**src/rtl/core_defs.svh**
```systemverilog
`ifndef CORE_DEFS_SVH
`define CORE_DEFS_SVH

// ----------------------------------------
// datapath widths
// ----------------------------------------
`define XLEN        64  // register and address width
`define INSTR_W     32
`define NUM_REGS    32
`define REG_ADDR_W  5   // log2 of NUM_REGS

// ----------------------------------------
// fetch
// ----------------------------------------
`define PC_STEP     4   // bytes between lane A and lane B words

`endif

```
**src/rtl/core_pkg.sv**
```systemverilog
`include "core_defs.svh"

package core_pkg;

  typedef logic [`XLEN-1:0]       xdata_t;
  typedef logic [`INSTR_W-1:0]    instr_t;
  typedef logic [`REG_ADDR_W-1:0] reg_addr_t;
  typedef logic [`XLEN-1:0]       addr_t;

  // ----------------------------------------
  // encodings
  // ----------------------------------------
  typedef enum logic [6:0] {
    OP     = 7'b0110011,
    OP_IMM = 7'b0010011
  } opcode_e;

  typedef enum logic [2:0] {
    F3_ADD  = 3'b000,
    F3_SLL  = 3'b001,
    F3_SLT  = 3'b010,
    F3_SLTU = 3'b011,
    F3_XOR  = 3'b100,
    F3_SR   = 3'b101,  // srl and sra, told apart by instr[30]
    F3_OR   = 3'b110,
    F3_AND  = 3'b111
  } funct3_e;

  // low bits follow funct3, bit 3 follows instr[30]
  typedef enum logic [3:0] {
    ALU_ADD  = 4'b0000,
    ALU_SLL  = 4'b0001,
    ALU_SLT  = 4'b0010,
    ALU_SLTU = 4'b0011,
    ALU_XOR  = 4'b0100,
    ALU_SRL  = 4'b0101,
    ALU_OR   = 4'b0110,
    ALU_AND  = 4'b0111,
    ALU_SUB  = 4'b1000,
    ALU_SRA  = 4'b1101
  } alu_op_e;

  // ----------------------------------------
  // pipeline payloads
  // ----------------------------------------
  typedef struct packed {
    alu_op_e   alu_op;
    reg_addr_t rd;
    reg_addr_t rs1;
    reg_addr_t rs2;
    logic      uses_rs2;   // low means the immediate is operand b
    xdata_t    imm;
    logic      writes_rd;
  } uop_t;

  typedef struct packed {
    instr_t a;
    instr_t b;
  } fetch_pair_t;

  typedef struct packed {
    logic   valid;
    uop_t   uop;
    xdata_t rs1_val;
    xdata_t rs2_val;
  } issue_slot_t;

  typedef struct packed {
    issue_slot_t a;
    issue_slot_t b;
  } issue_pair_t;

endpackage

```
**src/rtl/instr_decoder.sv**
```systemverilog
`timescale 1ns/10ps
`include "core_defs.svh"

module instr_decoder (
  input  core_pkg::instr_t instr,
  output core_pkg::uop_t   uop
);
  import core_pkg::*;

  funct3_e    funct3;
  logic [6:0] funct7;
  logic       is_op;
  logic       is_imm;
  logic       alt_ok;  // instr[30] may be set
  logic       legal;
  alu_op_e    op_sel;

  assign funct3 = funct3_e'(instr[14:12]);
  assign funct7 = instr[31:25];
  assign is_op  = (instr[6:0] == OP);
  assign is_imm = (instr[6:0] == OP_IMM);
  assign alt_ok = (is_op && funct3 == F3_ADD) || funct3 == F3_SR;

  always_comb begin
    case (funct3)
      F3_ADD:  op_sel = (is_op && instr[30]) ? ALU_SUB : ALU_ADD;  // no subi
      F3_SLL:  op_sel = ALU_SLL;
      F3_SLT:  op_sel = ALU_SLT;
      F3_SLTU: op_sel = ALU_SLTU;
      F3_XOR:  op_sel = ALU_XOR;
      F3_SR:   op_sel = instr[30] ? ALU_SRA : ALU_SRL;
      F3_OR:   op_sel = ALU_OR;
      default: op_sel = ALU_AND;
    endcase
  end

  // reject the funct7 / shift-top patterns this core does not execute
  always_comb begin
    if (is_op)
      legal = (funct7 == 7'b0000000) || (funct7 == 7'b0100000 && alt_ok);
    else if (funct3 == F3_SLL || funct3 == F3_SR)
      legal = (instr[31:26] == 6'b000000) || (instr[31:26] == 6'b010000 && alt_ok);
    else
      legal = 1'b1;
  end

  always_comb begin
    uop.alu_op    = op_sel;
    uop.rd        = instr[11:7];
    uop.rs1       = instr[19:15];
    uop.rs2       = instr[24:20];
    uop.uses_rs2  = is_op;
    uop.imm       = {{(`XLEN-12){instr[31]}}, instr[31:20]};  // I-type, sign extended
    uop.writes_rd = (is_op || is_imm) && legal && (instr[11:7] != '0);
  end

endmodule

```
**src/rtl/issue_control.sv**
```systemverilog
`timescale 1ns/10ps

module issue_control (
  input  logic                      clk,
  input  logic                      reset,
  input  core_pkg::fetch_pair_t     pair,
  input  logic                      pair_valid,
  input  core_pkg::xdata_t    [3:0] rs_data,
  output core_pkg::reg_addr_t [3:0] rs_addr,
  output logic                      hold,
  output core_pkg::issue_pair_t     issue
);
  import core_pkg::*;

  uop_t        uop_a;
  uop_t        uop_b;
  logic        dep;
  logic        split_now;
  logic        second_half;  // lane B of a split pair goes this cycle
  issue_pair_t next_issue;

  instr_decoder u_dec_a (.instr(pair.a), .uop(uop_a));
  instr_decoder u_dec_b (.instr(pair.b), .uop(uop_b));

  // read ports 0/1 serve lane A, 2/3 lane B
  assign rs_addr[0] = uop_a.rs1;
  assign rs_addr[1] = uop_a.rs2;
  assign rs_addr[2] = uop_b.rs1;
  assign rs_addr[3] = uop_b.rs2;

  // ----------------------------------------
  // intra-pair dependency
  // ----------------------------------------
  // B reads the register that A writes
  assign dep = uop_a.writes_rd &&
               (uop_b.rs1 == uop_a.rd || (uop_b.uses_rs2 && uop_b.rs2 == uop_a.rd));

  assign split_now = pair_valid && dep && !second_half;
  assign hold      = split_now;  // refetch nothing, the pair stays for lane B

  always_ff @(posedge clk) begin
    if (reset)
      second_half <= 1'b0;
    else
      second_half <= split_now;
  end

  always_comb begin
    next_issue.a.valid   = !second_half;  // A already went
    next_issue.a.uop     = uop_a;
    next_issue.a.rs1_val = rs_data[0];
    next_issue.a.rs2_val = rs_data[1];
    next_issue.b.valid   = !split_now;
    next_issue.b.uop     = uop_b;
    next_issue.b.rs1_val = rs_data[2];
    next_issue.b.rs2_val = rs_data[3];
  end

  stage_reg #(.payload_t(issue_pair_t)) u_issue_reg (
    .clk    (clk),
    .reset  (reset),
    .hold   (1'b0),
    .bubble (!pair_valid),
    .d      (next_issue),
    .q      (issue)
  );

endmodule

```
**src/rtl/stage_reg.sv**
```systemverilog
`timescale 1ns/10ps

// generic pipeline register, zero payload means an empty stage
module stage_reg #(
  parameter type payload_t = logic
) (
  input  logic     clk,
  input  logic     reset,
  input  logic     hold,    // keep current contents
  input  logic     bubble,  // load an empty payload instead of d
  input  payload_t d,
  output payload_t q
);

  always_ff @(posedge clk) begin
    if (reset || bubble) begin
      q <= '0;
    end else if (!hold) begin
      q <= d;
    end
  end

endmodule

```
**config.mk**
```make
export PLATFORM = sky130hd
export DESIGN_NAME = issue_control
export DESIGN_NICKNAME = d
export VERILOG_FILES = /design/src/rtl/core_pkg.sv /design/src/rtl/instr_decoder.sv /design/src/rtl/issue_control.sv /design/src/rtl/stage_reg.sv
export VERILOG_INCLUDE_DIRS = /design/src /design/src/rtl
export SDC_FILE = /design/constraint.sdc
export NUM_CORES = 1
export LEC_CHECK = 0
export BUFFER_PORTS_ARGS = -buffer_cell sky130_fd_sc_hd__clkbuf_2
export CAP_MARGIN = 15
export CORE_AREA = 4 4 300 302
export DETAILED_ROUTE_END_ITERATION = 6
export DIE_AREA = 0 0 304 306
export PLACE_DENSITY_LB_ADDON = 0.15
export SETUP_SLACK_MARGIN = 0.5
export SLEW_MARGIN = 10
export SYNTH_ARGS = -nofsm -noshare
export SYNTH_HDL_FRONTEND = slang
export SYNTH_SLANG_ARGS = --single-unit
```
**constraint.sdc**
```tcl
create_clock -name clk -period 2.69 [get_ports clk]
set_input_delay 0.269 -clock clk [delete_from_list [all_inputs] [get_ports clk]]
set_output_delay 0.269 -clock clk [all_outputs]
set_load 0.02 [all_outputs]
```
# == After elaboration in Yosys (flattened, before gate mapping) ==
# Index checks and enable logic that the tools add are counted.
# word_totals
in_bits,323
reg_bits,325
# classes
n_eq_ne,22
reduce_logical,39
n_mux,10
# ops
operator,n
4-bit case mux with 7 select lines,2
"7-bit by 6-bit equality test with 1-bit output, second input constant",4
"3-bit equality test, second input constant",6
1-bit logical AND,16
4-bit 2-to-1 mux,4
"7-bit by 5-bit equality test with 1-bit output, second input constant",2
7-bit zero test,2
"3-bit by 2-bit equality test with 1-bit output, second input constant",4
"6-bit by 5-bit equality test with 1-bit output, second input constant",2
6-bit zero test,2
1-bit logical OR,12
5-bit equality test,2
5-bit nonzero test,2
"3-bit by 1-bit equality test with 1-bit output, second input constant",2
3-bit zero test,2
1-bit 2-to-1 mux,4
1-bit zero test,3

# == Logic depth before layout (Yosys ltp) ==
# logic_depth
ltp_word,13
mapped_depth,5
depth_no_buf,5

# == Modules after synthesis ==
# A second synthesis with hierarchy kept.
# hier_totals
hier_cells,1613
hier_area_um2,17470.5
# by_module_without_submodules
mod,area_per_inst_um2,seq_area_each_um2,n_inst,cells_per_inst
stage_reg,15727.6,8568.2,1,1381
instr_decoder,768.2,0.0,2,104
issue_control,206.4,20.0,1,24

# == Worst setup path after synthesis ==
# OpenSTA, ideal clock, no wires.
# synth_path
kind,in2out
start,in pair[2] (netlist name)
end,out hold
t_arrival_ps,1919
slack_ps,502
path_stages,5
required_time_ps,2421
path_cell_list,nand4bb_1 -> or3_1 -> or4_1 -> a2111oi_2 -> and2_1
# synth_via
elab_chain_len,6
# synth_lines
element,line,source
"start, declared",issue_control.sv:6,"input core_pkg::fetch_pair_t pair,"
7-bit by 6-bit equality test with 1-bit output,instr_decoder.sv:20,assign is_op = (instr[6:0] == OP);
1-bit logical AND,issue_control.sv:36,(uop_b.rs1 == uop_a.rd || (uop_b.uses_rs2 && uop_b.rs2 == uop_a.rd));
1-bit logical OR,issue_control.sv:36,
1-bit logical AND,issue_control.sv:35,assign dep = uop_a.writes_rd &&
1-bit logical AND (2 in a row),issue_control.sv:38,assign split_now = pair_valid && dep && !second_half;
"end, declared",issue_control.sv:10,"output logic hold,"
# Every way passes these cells.

# == Worst setup path in the final report ==
# Same ends and word-level chain as after synthesis.

==> metrics.txt <==
die footprint 0.0930 sq mm; grt total ovfl 0; Worst Path Buf+Inv 3; clock group share of total power 47.1%; Final Instance Area 0.0186 sq mm; shortest period the worst path allows 2.46 ns; Leakage 8.99 nW; area of the multi-input gates 0.00235 sq mm; Internal Power 0.00909 W; Max IR drop VDD 0.000413 V; FP Rows 109; Final Slew Violations 0; Final ANT Viol Nets 0; sequential share of power 40.3%; Worst Hold Class in2reg; Synth cell types 31; hpwl dp 34500 um; Fmax 407 MHz; Setup crit end hold; net switching power 0.00309 W; setup TNS 0 ns; final core occ 21.2%; sequential-to-total area share from yosys stat 64.6%; unrepaired setup endpoints after global routing true; CP max stage cell or4_4; final WL 44300 um; die width 304 um; vias in the first global route 9714; Ys Warns 0; Rel. slew slack 63.4%; crit path max fanout 3; cell family with most CP delay simple AND/OR/NAND/NOR gates; initial antenna violation count 6; outcome finished clean; H-tree levels 2; number of buffers created by CTS 42; DR pass1 iterations 4; initial drt markers 244; Setup crit end kind primary output; Nets 2138; first-pass GRT wire length 63900 um; Post-synth EDFFs 0; Crit Path Class in2out; worst clock skew 0.0153 ns; clock root buffer clkbuf_16; most frequent cells in the layout clkbuf_2, dfxtp_1, and2_1, dlygate4sd3_1, clkbuf_16; DRC errors left 0; fin crit share 91.3%; die span in y 306 um; vias per std cell 3.02; sw frac 25.3%; R2R depth 3; CP Launch Point pair[2]; #FFs+latches synth 315; Mean Syn Cell Area 11.5 sq um; Starting Density 11.1%; RD Place Congestion 0.754; layout cells sized above 1 46.3%; Setup Viol. Count Final 0; Filler Cells Inserted 9683; Worst path depth 8; vias 9092; Clock Latency Late Sink 0.57 ns; post-CTS setup buffer count 0; Core Footprint 0.0877 sq mm; IO Port Bufs 771; Post-Synthesis Cell Area 0.00976 sq mm; clock buffer depth 3; drt wl/cell 14.7 um; top cells by area, synth dfxtp_1, and2_1, buf_4; slew at the pin closest to its max-slew limit 0.550 ns; most common cell after layout, fill and taps aside clkbuf_2; Data required, critical path 2.42 ns; Worst EP arrival 2.19 ns; Synth top area share 64.6%; Final Hold Viols 0; area post-placement 0.0141 sq mm; TritonCTS sink count 315; largest net degree at the start of global routing 123; R2R Path End u_issue_reg.q[213]$_SDFF_PP0_; Max-Cap Viols 0; CP Launch Type input port; IO Pins 772; Cells after Synth 850; Tot Pwr 0.0122 W; cell taking the most area after synthesis dfxtp_1; top_reg_cell synth dfxtp_1; crit path cell chain clkbuf_2, nand4bb_1, or3_4, or4_4, a2111oi_4, buf_4, and2_4, clkbuf_8; Clock Pin Slew Worst Setup and Hold Paths 0.05 ns; Synthesized Nets 1173; Post-synth ARST share 0%; area grow syn2layout 90.4%; PD cells 655 mW/mm^2; CTS tree yes; flop2flop setup slack 1.81 ns; r2r startpoint second_half$_SDFF_PP0_; FF/Latch Area 0.00631 sq mm; max incr delay on CP 0.45 ns; Comb power frac 12.6%; Total GRT Usage 9.12%
## worst register-to-register path, cell delays in order, from the launching register on
cell	delay, ns
dfxtp_1	0.33
a2111oi_4	0.18
buf_4	0.18
nor2_1	0.05
## cells in the mapped netlist, types with 2 or more instances
| master | instances |
|---|---|
| buf_4 | 134 |
| and2_1 | 306 |
| xor2_1 | 4 |
| dfxtp_1 | 315 |
| nand3_1 | 2 |
| nor3_1 | 3 |
| xnor2_1 | 5 |
| nand2_1 | 6 |
| nor2b_1 | 4 |
| clkbuf_1 | 34 |
| nor2_1 | 6 |
| o21ai_0 | 3 |
| a21oi_1 | 5 |
| or3_1 | 2 |
| or4_1 | 4 |
| inv_1 | 2 |
## per-layer routing
metal	GRT usage (%)	share of wire (%)	vias up
met5	0	0.093	-
met4	3.48	3.3	6
met3	3.51	8.6	83
met2	17.2	53	412
met1	9.03	35	4181
li1	-	-	4410
## what timing repair did
item | in CTS | in global routing
setup endpoints to repair | 1 | 1
gates resized for setup | 7 | 0
endpoints found under the hold margin | 306 | 0
pin swaps | 3 | 0
hold buffers | 305 | 0
gates cloned | 0 | 0
## cell families (layout without fill, tap and decap cells)
family	after synthesis	after routing	share of synthesized area, %
other	0	2	0
buffers and inverters	170	1168	11.7
and+or+nand+nor	341	341	21.7
AOI/OAI and AO/OA	14	14	0.961
DFF	315	315	64.6
xor gates and xnor gates	10	10	1.09
## worst min path at each step
stage | from | slack (ns) | cells past startpoint | to
detailed placement | second_half$_SDFF_PP0_ | 0.47 | 1 | u_issue_reg.q[427]$_SDFF_PP0_
CTS | pair[40] | 0.01 | 3 | u_issue_reg.q[419]$_SDFF_PP0_
global route | pair[46] | 0.03 | 2 | u_issue_reg.q[425]$_SDFF_PP0_
floorplan | pair[13] | 0.35 | 1 | u_issue_reg.q[212]$_SDFF_PP0_
global placement | rs_data[253] | 0.47 | 2 | u_issue_reg.q[61]$_SDFF_PP0_
finish | pair[46] | 0.07 | 2 | u_issue_reg.q[425]$_SDFF_PP0_
## state kept, by name, summed over array words and instances (netlist names)
register and cells:
second_half 1, u_issue_reg.q 314
## layout make-up
type / count / area share, %
repair buffers: 1089 / 38.0
flip-flops and latches: 315 / 33.9
multi-input cells: 365 / 12.6
well taps: 1165 / 7.84
clock buffers: 62 / 6.49
clock inverters: 15 / 1.08
inverters: 2 / 0.0404
diodes: 2 / 0.0269
## per-stage QoR
| stage | std cells | setup WS [ns] | hold slack [ns] |
|---|---|---|---|
| after floorplan | 850 | 0.502 | 0.345 |
| after global placement | 2631 | -0.153 | 0.468 |
| after detailed placement | 2631 | -0.134 | 0.468 |
| after CTS | 3013 | 0.184 | 0.0115 |
| after global routing | 3014 | 0.150 | 0.0318 |
| final | 3015 | 0.234 | 0.0656 |
## power by group through the flow
| stage | Clock [W] | Combinational, W | Sequential, W |
|---|---|---|---|
| after floorplan | 0 | 0.000409 | 0.00525 |
| after global placement | 0 | 0.00120 | 0.00501 |
| after detailed placement | 0 | 0.00119 | 0.00501 |
| after CTS | 0.00603 | 0.00157 | 0.00491 |
| after global routing | 0.00621 | 0.00165 | 0.00492 |
| final | 0.00574 | 0.00153 | 0.00491 |
Power figures use the tool's default switching activity.
