<file path="src/rtl/core_defs.svh">
`ifndef CORE_DEFS_SVH
`define CORE_DEFS_SVH

// ----------------------------------------
// datapath widths
// ----------------------------------------
`define XLEN        64  // register and address width
`define INSTR_W     32
`define NUM_REGS    32
`define REG_ADDR_W  5   // log2 of NUM_REGS

// ----------------------------------------
// fetch
// ----------------------------------------
`define PC_STEP     4   // bytes between lane A and lane B words

`endif

</file>
<file path="src/rtl/core_pkg.sv">
`include "core_defs.svh"

package core_pkg;

  typedef logic [`XLEN-1:0]       xdata_t;
  typedef logic [`INSTR_W-1:0]    instr_t;
  typedef logic [`REG_ADDR_W-1:0] reg_addr_t;
  typedef logic [`XLEN-1:0]       addr_t;

  // ----------------------------------------
  // encodings
  // ----------------------------------------
  typedef enum logic [6:0] {
    OP     = 7'b0110011,
    OP_IMM = 7'b0010011
  } opcode_e;

  typedef enum logic [2:0] {
    F3_ADD  = 3'b000,
    F3_SLL  = 3'b001,
    F3_SLT  = 3'b010,
    F3_SLTU = 3'b011,
    F3_XOR  = 3'b100,
    F3_SR   = 3'b101,  // srl and sra, told apart by instr[30]
    F3_OR   = 3'b110,
    F3_AND  = 3'b111
  } funct3_e;

  // low bits follow funct3, bit 3 follows instr[30]
  typedef enum logic [3:0] {
    ALU_ADD  = 4'b0000,
    ALU_SLL  = 4'b0001,
    ALU_SLT  = 4'b0010,
    ALU_SLTU = 4'b0011,
    ALU_XOR  = 4'b0100,
    ALU_SRL  = 4'b0101,
    ALU_OR   = 4'b0110,
    ALU_AND  = 4'b0111,
    ALU_SUB  = 4'b1000,
    ALU_SRA  = 4'b1101
  } alu_op_e;

  // ----------------------------------------
  // pipeline payloads
  // ----------------------------------------
  typedef struct packed {
    alu_op_e   alu_op;
    reg_addr_t rd;
    reg_addr_t rs1;
    reg_addr_t rs2;
    logic      uses_rs2;   // low means the immediate is operand b
    xdata_t    imm;
    logic      writes_rd;
  } uop_t;

  typedef struct packed {
    instr_t a;
    instr_t b;
  } fetch_pair_t;

  typedef struct packed {
    logic   valid;
    uop_t   uop;
    xdata_t rs1_val;
    xdata_t rs2_val;
  } issue_slot_t;

  typedef struct packed {
    issue_slot_t a;
    issue_slot_t b;
  } issue_pair_t;

endpackage

</file>
<file path="src/rtl/retire_if.sv">
`timescale 1ns/10ps

interface retire_if;
  import core_pkg::*;

  // lane A, older of the two
  logic      a_valid;
  reg_addr_t a_rd;
  xdata_t    a_data;

  // lane B
  logic      b_valid;
  reg_addr_t b_rd;
  xdata_t    b_data;

  // source also reads these back for forwarding
  modport source (output a_valid, a_rd, a_data, b_valid, b_rd, b_data);

  modport sink   (input  a_valid, a_rd, a_data, b_valid, b_rd, b_data);

endinterface

</file>
<file path="src/rtl/alu.sv">
`timescale 1ns/10ps
`include "core_defs.svh"

module alu (
  input  core_pkg::alu_op_e op,
  input  core_pkg::xdata_t  a,
  input  core_pkg::xdata_t  b,
  output core_pkg::xdata_t  y
);
  import core_pkg::*;

  localparam int SHAMT_W = $clog2(`XLEN);

  logic [SHAMT_W-1:0] shamt;

  assign shamt = b[SHAMT_W-1:0];  // upper bits of b ignored for shifts

  always_comb begin
    case (op)
      ALU_ADD:  y = a + b;
      ALU_SUB:  y = a - b;
      ALU_SLL:  y = a << shamt;
      ALU_SLT:  y = xdata_t'($signed(a) < $signed(b));
      ALU_SLTU: y = xdata_t'(a < b);
      ALU_XOR:  y = a ^ b;
      ALU_SRL:  y = a >> shamt;
      ALU_SRA:  y = xdata_t'($signed(a) >>> shamt);  // sign fill
      ALU_OR:   y = a | b;
      ALU_AND:  y = a & b;
      default:  y = '0;
    endcase
  end

endmodule

</file>
<file path="src/rtl/execute_stage.sv">
`timescale 1ns/10ps

module execute_stage (
  input  logic                  clk,
  input  logic                  reset,
  input  core_pkg::issue_pair_t issue,
  retire_if.source              rt
);
  import core_pkg::*;

  xdata_t a_op1;
  xdata_t a_op2;
  xdata_t b_op1;
  xdata_t b_op2;
  xdata_t a_res;
  xdata_t b_res;

  // previous pair's result if it wrote addr, lane B being the younger
  function automatic xdata_t fwd(input reg_addr_t addr, input xdata_t rf_val);
    if (rt.b_valid && rt.b_rd == addr)
      return rt.b_data;
    if (rt.a_valid && rt.a_rd == addr)
      return rt.a_data;
    return rf_val;
  endfunction

  // ----------------------------------------
  // operand select
  // ----------------------------------------
  always_comb begin
    a_op1 = fwd(issue.a.uop.rs1, issue.a.rs1_val);
    a_op2 = issue.a.uop.uses_rs2 ? fwd(issue.a.uop.rs2, issue.a.rs2_val) : issue.a.uop.imm;
    b_op1 = fwd(issue.b.uop.rs1, issue.b.rs1_val);
    b_op2 = issue.b.uop.uses_rs2 ? fwd(issue.b.uop.rs2, issue.b.rs2_val) : issue.b.uop.imm;
  end

  alu u_alu_a (.op(issue.a.uop.alu_op), .a(a_op1), .b(a_op2), .y(a_res));
  alu u_alu_b (.op(issue.b.uop.alu_op), .a(b_op1), .b(b_op2), .y(b_res));

  // ----------------------------------------
  // retire register
  // ----------------------------------------
  always_ff @(posedge clk) begin
    if (reset) begin
      rt.a_valid <= 1'b0;
      rt.b_valid <= 1'b0;
    end else begin
      rt.a_valid <= issue.a.valid && issue.a.uop.writes_rd;
      rt.b_valid <= issue.b.valid && issue.b.uop.writes_rd;
    end
  end

  always_ff @(posedge clk) begin
    rt.a_rd   <= issue.a.uop.rd;
    rt.a_data <= a_res;
    rt.b_rd   <= issue.b.uop.rd;
    rt.b_data <= b_res;
  end

endmodule

</file>
<file path="src/flat_wrapper.sv">
// flat-port wrapper written by rule: the top's interface ports become plain ports
module execute_stage_flat import core_pkg::*;
  (clk, reset, issue, rt_a_valid, rt_a_rd, rt_a_data, rt_b_valid, rt_b_rd, rt_b_data);
  retire_if rt_i ();
  input  logic clk;
  input  logic reset;
  input  core_pkg::issue_pair_t issue;
  output wire logic [$bits(rt_i.a_valid)-1:0] rt_a_valid;
  output wire logic [$bits(rt_i.a_rd)-1:0] rt_a_rd;
  output wire logic [$bits(rt_i.a_data)-1:0] rt_a_data;
  output wire logic [$bits(rt_i.b_valid)-1:0] rt_b_valid;
  output wire logic [$bits(rt_i.b_rd)-1:0] rt_b_rd;
  output wire logic [$bits(rt_i.b_data)-1:0] rt_b_data;
  assign rt_a_valid = rt_i.a_valid;
  assign rt_a_rd = rt_i.a_rd;
  assign rt_a_data = rt_i.a_data;
  assign rt_b_valid = rt_i.b_valid;
  assign rt_b_rd = rt_i.b_rd;
  assign rt_b_data = rt_i.b_data;
  execute_stage u_core (.clk(clk), .reset(reset), .issue(issue), .rt(rt_i));
endmodule
</file>
<file path="config.mk">
export PLATFORM = sky130hd
export DESIGN_NAME = execute_stage_flat
export DESIGN_NICKNAME = d
export VERILOG_FILES = /design/src/rtl/core_pkg.sv /design/src/rtl/retire_if.sv /design/src/rtl/alu.sv /design/src/rtl/execute_stage.sv /design/src/flat_wrapper.sv
export VERILOG_INCLUDE_DIRS = /design/src /design/src/rtl
export SDC_FILE = /design/constraint.sdc
export NUM_CORES = 2
export LEC_CHECK = 0
export BUFFER_PORTS_ARGS = -buffer_cell sky130_fd_sc_hd__buf_2
export CAP_MARGIN = 20
export CELL_PAD_IN_SITES_DETAIL_PLACEMENT = 1
export CELL_PAD_IN_SITES_GLOBAL_PLACEMENT = 2
export CORE_MARGIN = 2
export CORE_UTILIZATION = 35
export CTS_BUF_LIST = sky130_fd_sc_hd__clkbuf_16
export DETAILED_ROUTE_END_ITERATION = 10
export PLACE_DENSITY = 0.87
export RECOVER_POWER = 100
export SYNTH_ARGS = -nofsm -noshare
export SYNTH_HDL_FRONTEND = slang
export SYNTH_SLANG_ARGS = --single-unit
</file>
<file path="constraint.sdc">
create_clock -name clk -period 17 [get_ports clk]
set_clock_uncertainty 0.05 [all_clocks]
set_input_delay 3.4 -clock clk [delete_from_list [all_inputs] [get_ports clk]]
set_output_delay 3.4 -clock clk [all_outputs]
set_load 0.05 [all_outputs]
</file>
## Yosys cells after proc, flatten, opt, wreduce, memory -nomap -nowiden

Cells that the tools add are included.
Widths: inputs -> output; s select.

| cells by class | value |
|---|---|
| order comparisons | 4 |
| multiplexer cells | 32 |
| reductions and logical operators | 12 |
| shift-type cells | 6 |
| $add $sub $neg | 4 |
| eq/ne operators | 26 |
| bitwise logic cells | 6 |

Operators by type and width:

| cell | number |
|---|---|
| $pmux 64 s10 | 2 |
| $mux 64 | 18 |
| $lt 64x64->1 | 4 |
| $add 64x64->64 | 2 |
| $and 64x64->64 | 2 |
| $or 64x64->64 | 2 |
| $shl 64x6->64 | 2 |
| $shr 64x6->64 | 2 |
| $sshr 64x6->64 | 2 |
| $sub 64x64->64 | 2 |
| $xor 64x64->64 | 2 |
| $eq 5x5->1 | 8 |
| $eq 4x3->1 const B | 8 |
| $eq 4x2->1 const B | 4 |
| $eq 4x4->1 const B | 4 |
| $mux 1 | 12 |
| $logic_and 1x1->1 | 10 |
| $eq 4x1->1 const B | 2 |
| $logic_not 4->1 | 2 |

| word-level totals | value |
|---|---|
| input port bits | 430 |
| output and inout bits | 140 |
| bits in registers | 140 |
| word-level logic and storage cells | 96 |

## Longest topological paths before layout

| logic depth | value |
|---|---|
| depth after elaboration | 9 |
| depth in mapped cells | 27 |

## By module

Synthesis repeated with hierarchy kept, for this count alone.

| unflattened totals | value |
|---|---|
| cells, all modules | 6919 |
| area, all modules | 49706.4 sq um |

By module, submodules not included:

| module | sequential area each (sq um) | times used | cells each | area each (sq um) |
|---|---|---|---|---|
| alu | 0.0 | 2 | 2854 | 19590.0 |
| execute_stage | 2802.7 | 1 | 1211 | 10526.3 |

## Worst setup path after synthesis

Ideal clock, no wire load.

| path | value |
|---|---|
| path kind | input -> register |
| start | input issue[194] in the netlist's numbering |
| end | register u_core.rt.b_data[61] |
| path buffers | 5 |
| setup time | 63 ps |
| slack | 7646 ps |
| arrival | 9241 ps |
| cell stages on the path | 26 |
| cells stage by stage | xnor2_1 nand4_1 nor2_1 mux2i_1 o21ai_0 mux2i_1 clkbuf_1 clkbuf_1 buf_1 clkbuf_1 ha_1 clkbuf_1 a21oi_1 o21ai_0 a21oi_1 o31ai_1 a221o_1 nor2_1 a21oi_2 o2111ai_2 a2111oi_2 o22ai_1 o31a_1 o21a_1 or4b_1 nand3_1 |

| between the ends | value |
|---|---|
| cells in the longest elaborated chain, start to end | 9 |
| elaborated cells on any way between the ends | 20 |
| classes of those cells | 2 x add/sub; 2 x eq/ne; 3 x shift; 8 x mux; 3 x bitwise; 2 x reduce/logical |

RTL lines:

| what | RTL line | text |
|---|---|---|
| start, declared | flat_wrapper.sv:7 | `input core_pkg::issue_pair_t issue;` |
| $eq 5x5->1 | execute_stage.sv:22 | `if (rt.a_valid && rt.a_rd == addr)` |
| $logic_and 1x1->1 | execute_stage.sv:22 |  |
| $mux 1 (2 in a row) | execute_stage.sv:22 |  |
| $mux 64 | execute_stage.sv:24 | `return rf_val;` |
| $mux 64 (*) | execute_stage.sv:22 |  |
| $mux 64 (*) | execute_stage.sv:34 | `b_op2 = issue.b.uop.uses_rs2 ? fwd(issue.b.uop.rs2, issue.b.rs2_val) : issue.b.uop.imm;` |
| $sub 64x64->64 (tied with other cells) | alu.sv:21 | `ALU_SUB: y = a - b;` |
| $pmux 64 s10 (*) | alu.sv:19 | `case (op)` |
| via u_core.b_res[61] | execute_stage.sv:16 | `xdata_t b_res;` |
| end signal, assigned | execute_stage.sv:57 | `rt.b_data <= b_res;` |
| end, declared | retire_if.sv:17 | `modport source (output a_valid, a_rd, a_data, b_valid, b_rd, b_data);` |

The timed path passes the listed nets; every way through them passes the cells marked *. The select of a mux whose other input is x is not followed.
A chain may end at the register's enable or synchronous reset.

## Final worst setup path

| path | value |
|---|---|
| start | input issue[194] in the netlist's numbering |
| end | register u_core.rt.b_data[2] |

Same word-level chain as after synthesis.

==> run_summary.xml <==
<?xml version="1.0" encoding="UTF-8"?>
<metrics>
  <group name="status">
    <metric name="run_status" unit="">complete, but fails checks</metric>
    <metric name="failed_checks" unit="">capacitance limit, slew limit</metric>
  </group>
  <group name="run">
    <metric name="drv_cap" unit="">4</metric>
  </group>
  <group name="finish">
    <metric name="nets" unit="">8427</metric>
    <metric name="design_area" unit="mm2">0.0543</metric>
    <metric name="final_cell_count_no_fill" unit="">9507</metric>
    <metric name="final_layout_size_suffix_gt1_share" unit="%">14.4</metric>
    <metric name="filler_cell_count" unit="">18200</metric>
    <metric name="layout-area-overhead-vs-synth" unit="%">10.1</metric>
  </group>
  <group name="timing">
    <metric name="timing_max_transition_violations_final" unit="">224</metric>
    <metric name="rsz0062_at_grt" unit="">false</metric>
    <metric name="layout_worst_path_cycle_share" unit="%">83.4</metric>
    <metric name="timing_worst_slew_pin_value" unit="ns">4.27</metric>
    <metric name="max_clock_freq" unit="MHz">70.6</metric>
    <metric name="slew-limit-headroom" unit="%">-186</metric>
    <metric name="setup_viol" unit="">0</metric>
    <metric name="layout_min_cycle_time" unit="ns">14.17</metric>
    <metric name="finalHoldViolations" unit="">0</metric>
    <metric name="final.setup.tns" unit="ns">0</metric>
  </group>
  <group name="clocking">
    <metric name="htree_levels" unit="">4</metric>
    <metric name="cts.sink_count" unit="">140</metric>
    <metric name="postCtsResizedCells" unit="">0</metric>
    <metric name="root_buffer" unit="">sky130_fd_sc_hd__clkbuf_16</metric>
    <metric name="cts_inserted_buffers" unit="">17</metric>
    <metric name="clk_transition_reported_paths" unit="ns">0.08</metric>
    <metric name="cts-hold-fix-buffers" unit="">0</metric>
    <metric name="tritoncts" unit="">built</metric>
    <metric name="postCtsSetupBuffers" unit="">0</metric>
    <metric name="clock_latency" unit="ns">0.59</metric>
    <metric name="cts_buffer_depth" unit="">2</metric>
  </group>
  <group name="hold_path">
    <metric name="hp-class" unit="">flip-flop to flip-flop</metric>
    <metric name="worst_hold_path_cell_count" unit="">6</metric>
  </group>
  <group name="grt">
    <metric name="grt_pass1_vias" unit="">64600</metric>
    <metric name="antenna_violations_before_repair" unit="">45</metric>
    <metric name="track_usage" unit="%">51.5</metric>
    <metric name="globalRoute.totalOverflow" unit="">0</metric>
    <metric name="grt_first_pass_wirelength" unit="um">523000</metric>
    <metric name="grt_start_max_net_pins" unit="">87</metric>
  </group>
  <group name="power">
    <metric name="leakage" unit="nW">22.3</metric>
    <metric name="power.density_cell_area" unit="mW/mm2">72.0</metric>
    <metric name="peakVddDrop" unit="uV">82.0</metric>
  </group>
  <group name="place">
    <metric name="dpl.cell_count" unit="">9452</metric>
    <metric name="portBuffers" unit="">569</metric>
    <metric name="last_weighted_congestion_value_of_the_routability_driven_placer" unit="">1.14</metric>
    <metric name="detailedPlacementHpwl" unit="um">311000</metric>
    <metric name="place_area" unit="mm2">0.0539</metric>
  </group>
  <group name="synthesis">
    <metric name="synth-seq-area-share" unit="%">5.68</metric>
    <metric name="edff_count_synth" unit="">0</metric>
    <metric name="synth-seq-cells" unit="">140</metric>
    <metric name="synth.top_cells.by_area" unit="">sky130_fd_sc_hd__mux2i_1, sky130_fd_sc_hd__ha_1, sky130_fd_sc_hd__mux2_2</metric>
    <metric name="share_of_yosys_cell_area_claimed_by_the_top_area_cell_type" unit="%">15.1</metric>
    <metric name="synth_flop_type" unit="">sky130_fd_sc_hd__dfxtp_1</metric>
    <metric name="synth-async-reset-ratio" unit="%">0</metric>
    <metric name="yosysUniqueCellTypes" unit="">117</metric>
    <metric name="synth_fp_nets" unit="">8191</metric>
    <metric name="post_synth.cell_area_avg" unit="um2">6.69</metric>
    <metric name="mappedNetlistArea" unit="mm2">0.0493</metric>
    <metric name="yosys_warnings" unit="">0</metric>
    <metric name="syn_inst" unit="">7365</metric>
    <metric name="synth_top_area_cell" unit="">sky130_fd_sc_hd__mux2i_1</metric>
  </group>
  <group name="drt">
    <metric name="drt_drc_violations_left" unit="">0</metric>
    <metric name="drt-wirelength-per-cell" unit="um">40.6</metric>
    <metric name="finalWirelength" unit="um">386000</metric>
    <metric name="ant_nets" unit="">0</metric>
    <metric name="detailroute.via_count" unit="">66900</metric>
    <metric name="detailedRoute.firstIterationViolations" unit="">9275</metric>
    <metric name="drt_pass1_iterations" unit="">6</metric>
    <metric name="routed_via_density" unit="">7.04</metric>
  </group>
  <group name="setup_path">
    <metric name="worstPathBufferInverterCount" unit="">3</metric>
    <metric name="r2r_slack" unit="ns">5.14</metric>
    <metric name="timing.critical_path.from_type" unit="">input pin</metric>
    <metric name="number_of_cells_on_the_critical_path" unit="">13</metric>
    <metric name="cp_cell_sequence" unit="">buf_2, xnor2_1, nand4_1, nor2_4, clkbuf_1, o21ai_0, mux2i_4, clkbuf_1, nand2_1, o32a_1, o21ai_0, a22oi_1, o21ai_0</metric>
    <metric name="worstSetupEndpointType" unit="">flip-flop</metric>
    <metric name="slowest_stage" unit="">sky130_fd_sc_hd__clkbuf_1</metric>
    <metric name="critical_path.max_fanout" unit="">86</metric>
    <metric name="timing.critical_path.mode_cell" unit="">sky130_fd_sc_hd__o21ai_0</metric>
    <metric name="worst-r2r-cell-count" unit="">12</metric>
    <metric name="path_class" unit="">input pin to flip-flop</metric>
    <metric name="cp.arrival" unit="ns">14.52</metric>
    <metric name="cpLargestDelayFamily" unit="">buffers and inverters</metric>
    <metric name="cp_data_required_time" unit="ns">17.35</metric>
    <metric name="cpPeakStageDelay" unit="ns">2.89</metric>
  </group>
  <group name="die">
    <metric name="placeableCoreArea" unit="mm2">0.140</metric>
    <metric name="floorplan.rows" unit="">137</metric>
    <metric name="die_w" unit="um">379</metric>
    <metric name="top_level_ports" unit="">570</metric>
    <metric name="dieArea" unit="mm2">0.144</metric>
    <metric name="starting_density_of_the_core" unit="%">35.3</metric>
    <metric name="die_h" unit="um">379</metric>
  </group>
</metrics>
layout make-up:
cell class                      instances  area, um2  area share (%)
Inverter                              415       1570            2.89
Multi-Input combinational cell       6240      42700            78.6
Clock inverter                         15        140           0.258
Tap cell                             1876       2350            4.32
Antenna cell                           17       42.5          0.0784
Clock buffer                           17        425           0.784
Timing Repair Buffer                  787       4280            7.89
Sequential cell                       140       2800            5.16
synth_stat cells (all sizes together) (15+ instances only):
master,number
a211o,19
a211oi,93
a21boi,15
a21o,54
a21oi,650
a221o,32
a221oi,85
a22oi,39
a311oi,19
a31oi,91
and2,31
and3,28
buf,209
clkbuf,361
dfxtp,140
ha,392
inv,407
mux2,296
mux2i,746
nand2,800
nand2b,28
nand3,173
nand4,46
nor2,726
nor2b,32
nor3,148
nor4,43
o2111ai,38
o211ai,123
o21a,28
o21ai,733
o21bai,96
o221ai,55
o22ai,144
o311ai,18
o31a,15
o31ai,54
or2,21
or3,36
xnor2,101
xor2,16
path summary, 6_finish.rpt:
check	startpoint	to
worst max register to register	u_core.rt.b_rd[4]	u_core.rt.b_data[2]
worst max-delay path	issue[194]	u_core.rt.b_data[2]
worst min-delay path	u_core.rt.b_data[4]	u_core.rt.b_data[15]
worst min register to register	u_core.rt.b_data[4]	u_core.rt.b_data[15]
where the power goes:
| group | internal, mW | leakage, nW | total (mW) | switching (mW) |
|---|---|---|---|---|
| clock network | 0.204 | 0.264 | 0.456 | 0.252 |
| logic | 0.772 | 20.9 | 2.82 | 2.05 |
| registers | 0.384 | 1.17 | 0.628 | 0.244 |
| total | 1.36 | 22.3 | 3.91 | 2.55 |
routing by layer:
| metal | wire length [um] | up-vias | track usage [%] |
|---|---|---|---|
| met5 | 218 | - | 0 |
| met4 | 33100 | 32 | 35.7 |
| met3 | 48300 | 1329 | 17.5 |
| met2 | 157000 | 4947 | 75.0 |
| met1 | 148000 | 33100 | 63.4 |
| li1 | - | 27500 | - |
per-stage QoR:
step | util, % | worst slack (ns) | hold WS [ns] | total power, mW
3_3_place_gp | 38.6 | 5.67 | 1.25 | 3.26
4_1_cts | 39.0 | 6.12 | 1.31 | 3.72
6_report | 38.9 | 2.83 | 1.36 | 3.91
2_1_floorplan | - | 7.65 | 1.11 | 2.07
3_5_place_dp | 38.6 | 5.54 | 1.29 | 3.27
5_1_grt | 38.8 | 2.70 | 1.41 | 3.94
kinds of logic after synthesis:
group | count (synthesis) | share of synthesized area (%)
mux | 1056 | 22.6
xor+xnor | 117 | 2.08
buf+inv | 985 | 8.11
flops | 140 | 5.68
fa+ha+maj | 396 | 10.1
compound gates | 2519 | 32.4
simple gates | 2152 | 19.0
sequential cells by signal (all words and copies together) (netlist names):
register           flops
u_core.rt.b_data      64
u_core.rt.b_rd         5
u_core.rt.a_valid      1
u_core.rt.a_rd         5
u_core.rt.a_data      64
u_core.rt.b_valid      1
cells in the final DEF (no fill, tap or decap), drive strengths merged, types with 173 or more instances in the layout:
| cell | instances |
|---|---|
| a21oi | 650 |
| buf | 634 |
| ha | 392 |
| inv | 410 |
| mux2 | 296 |
| mux2i | 746 |
| nand2 | 800 |
| nand3 | 173 |
| nor2 | 726 |
| o21ai | 733 |
worst min-delay path: cells and delay by family, from the launching register on:
| family | cells | cell delay (ns) |
|---|---|---|
| and+or+nand+nor | 3 | 0.33 |
| AOI/OAI and AO/OA | 2 | 0.35 |
| DFF | 1 | 0.54 |
| muxes | 1 | 0.17 |
(Power assumes the default switching activity.)
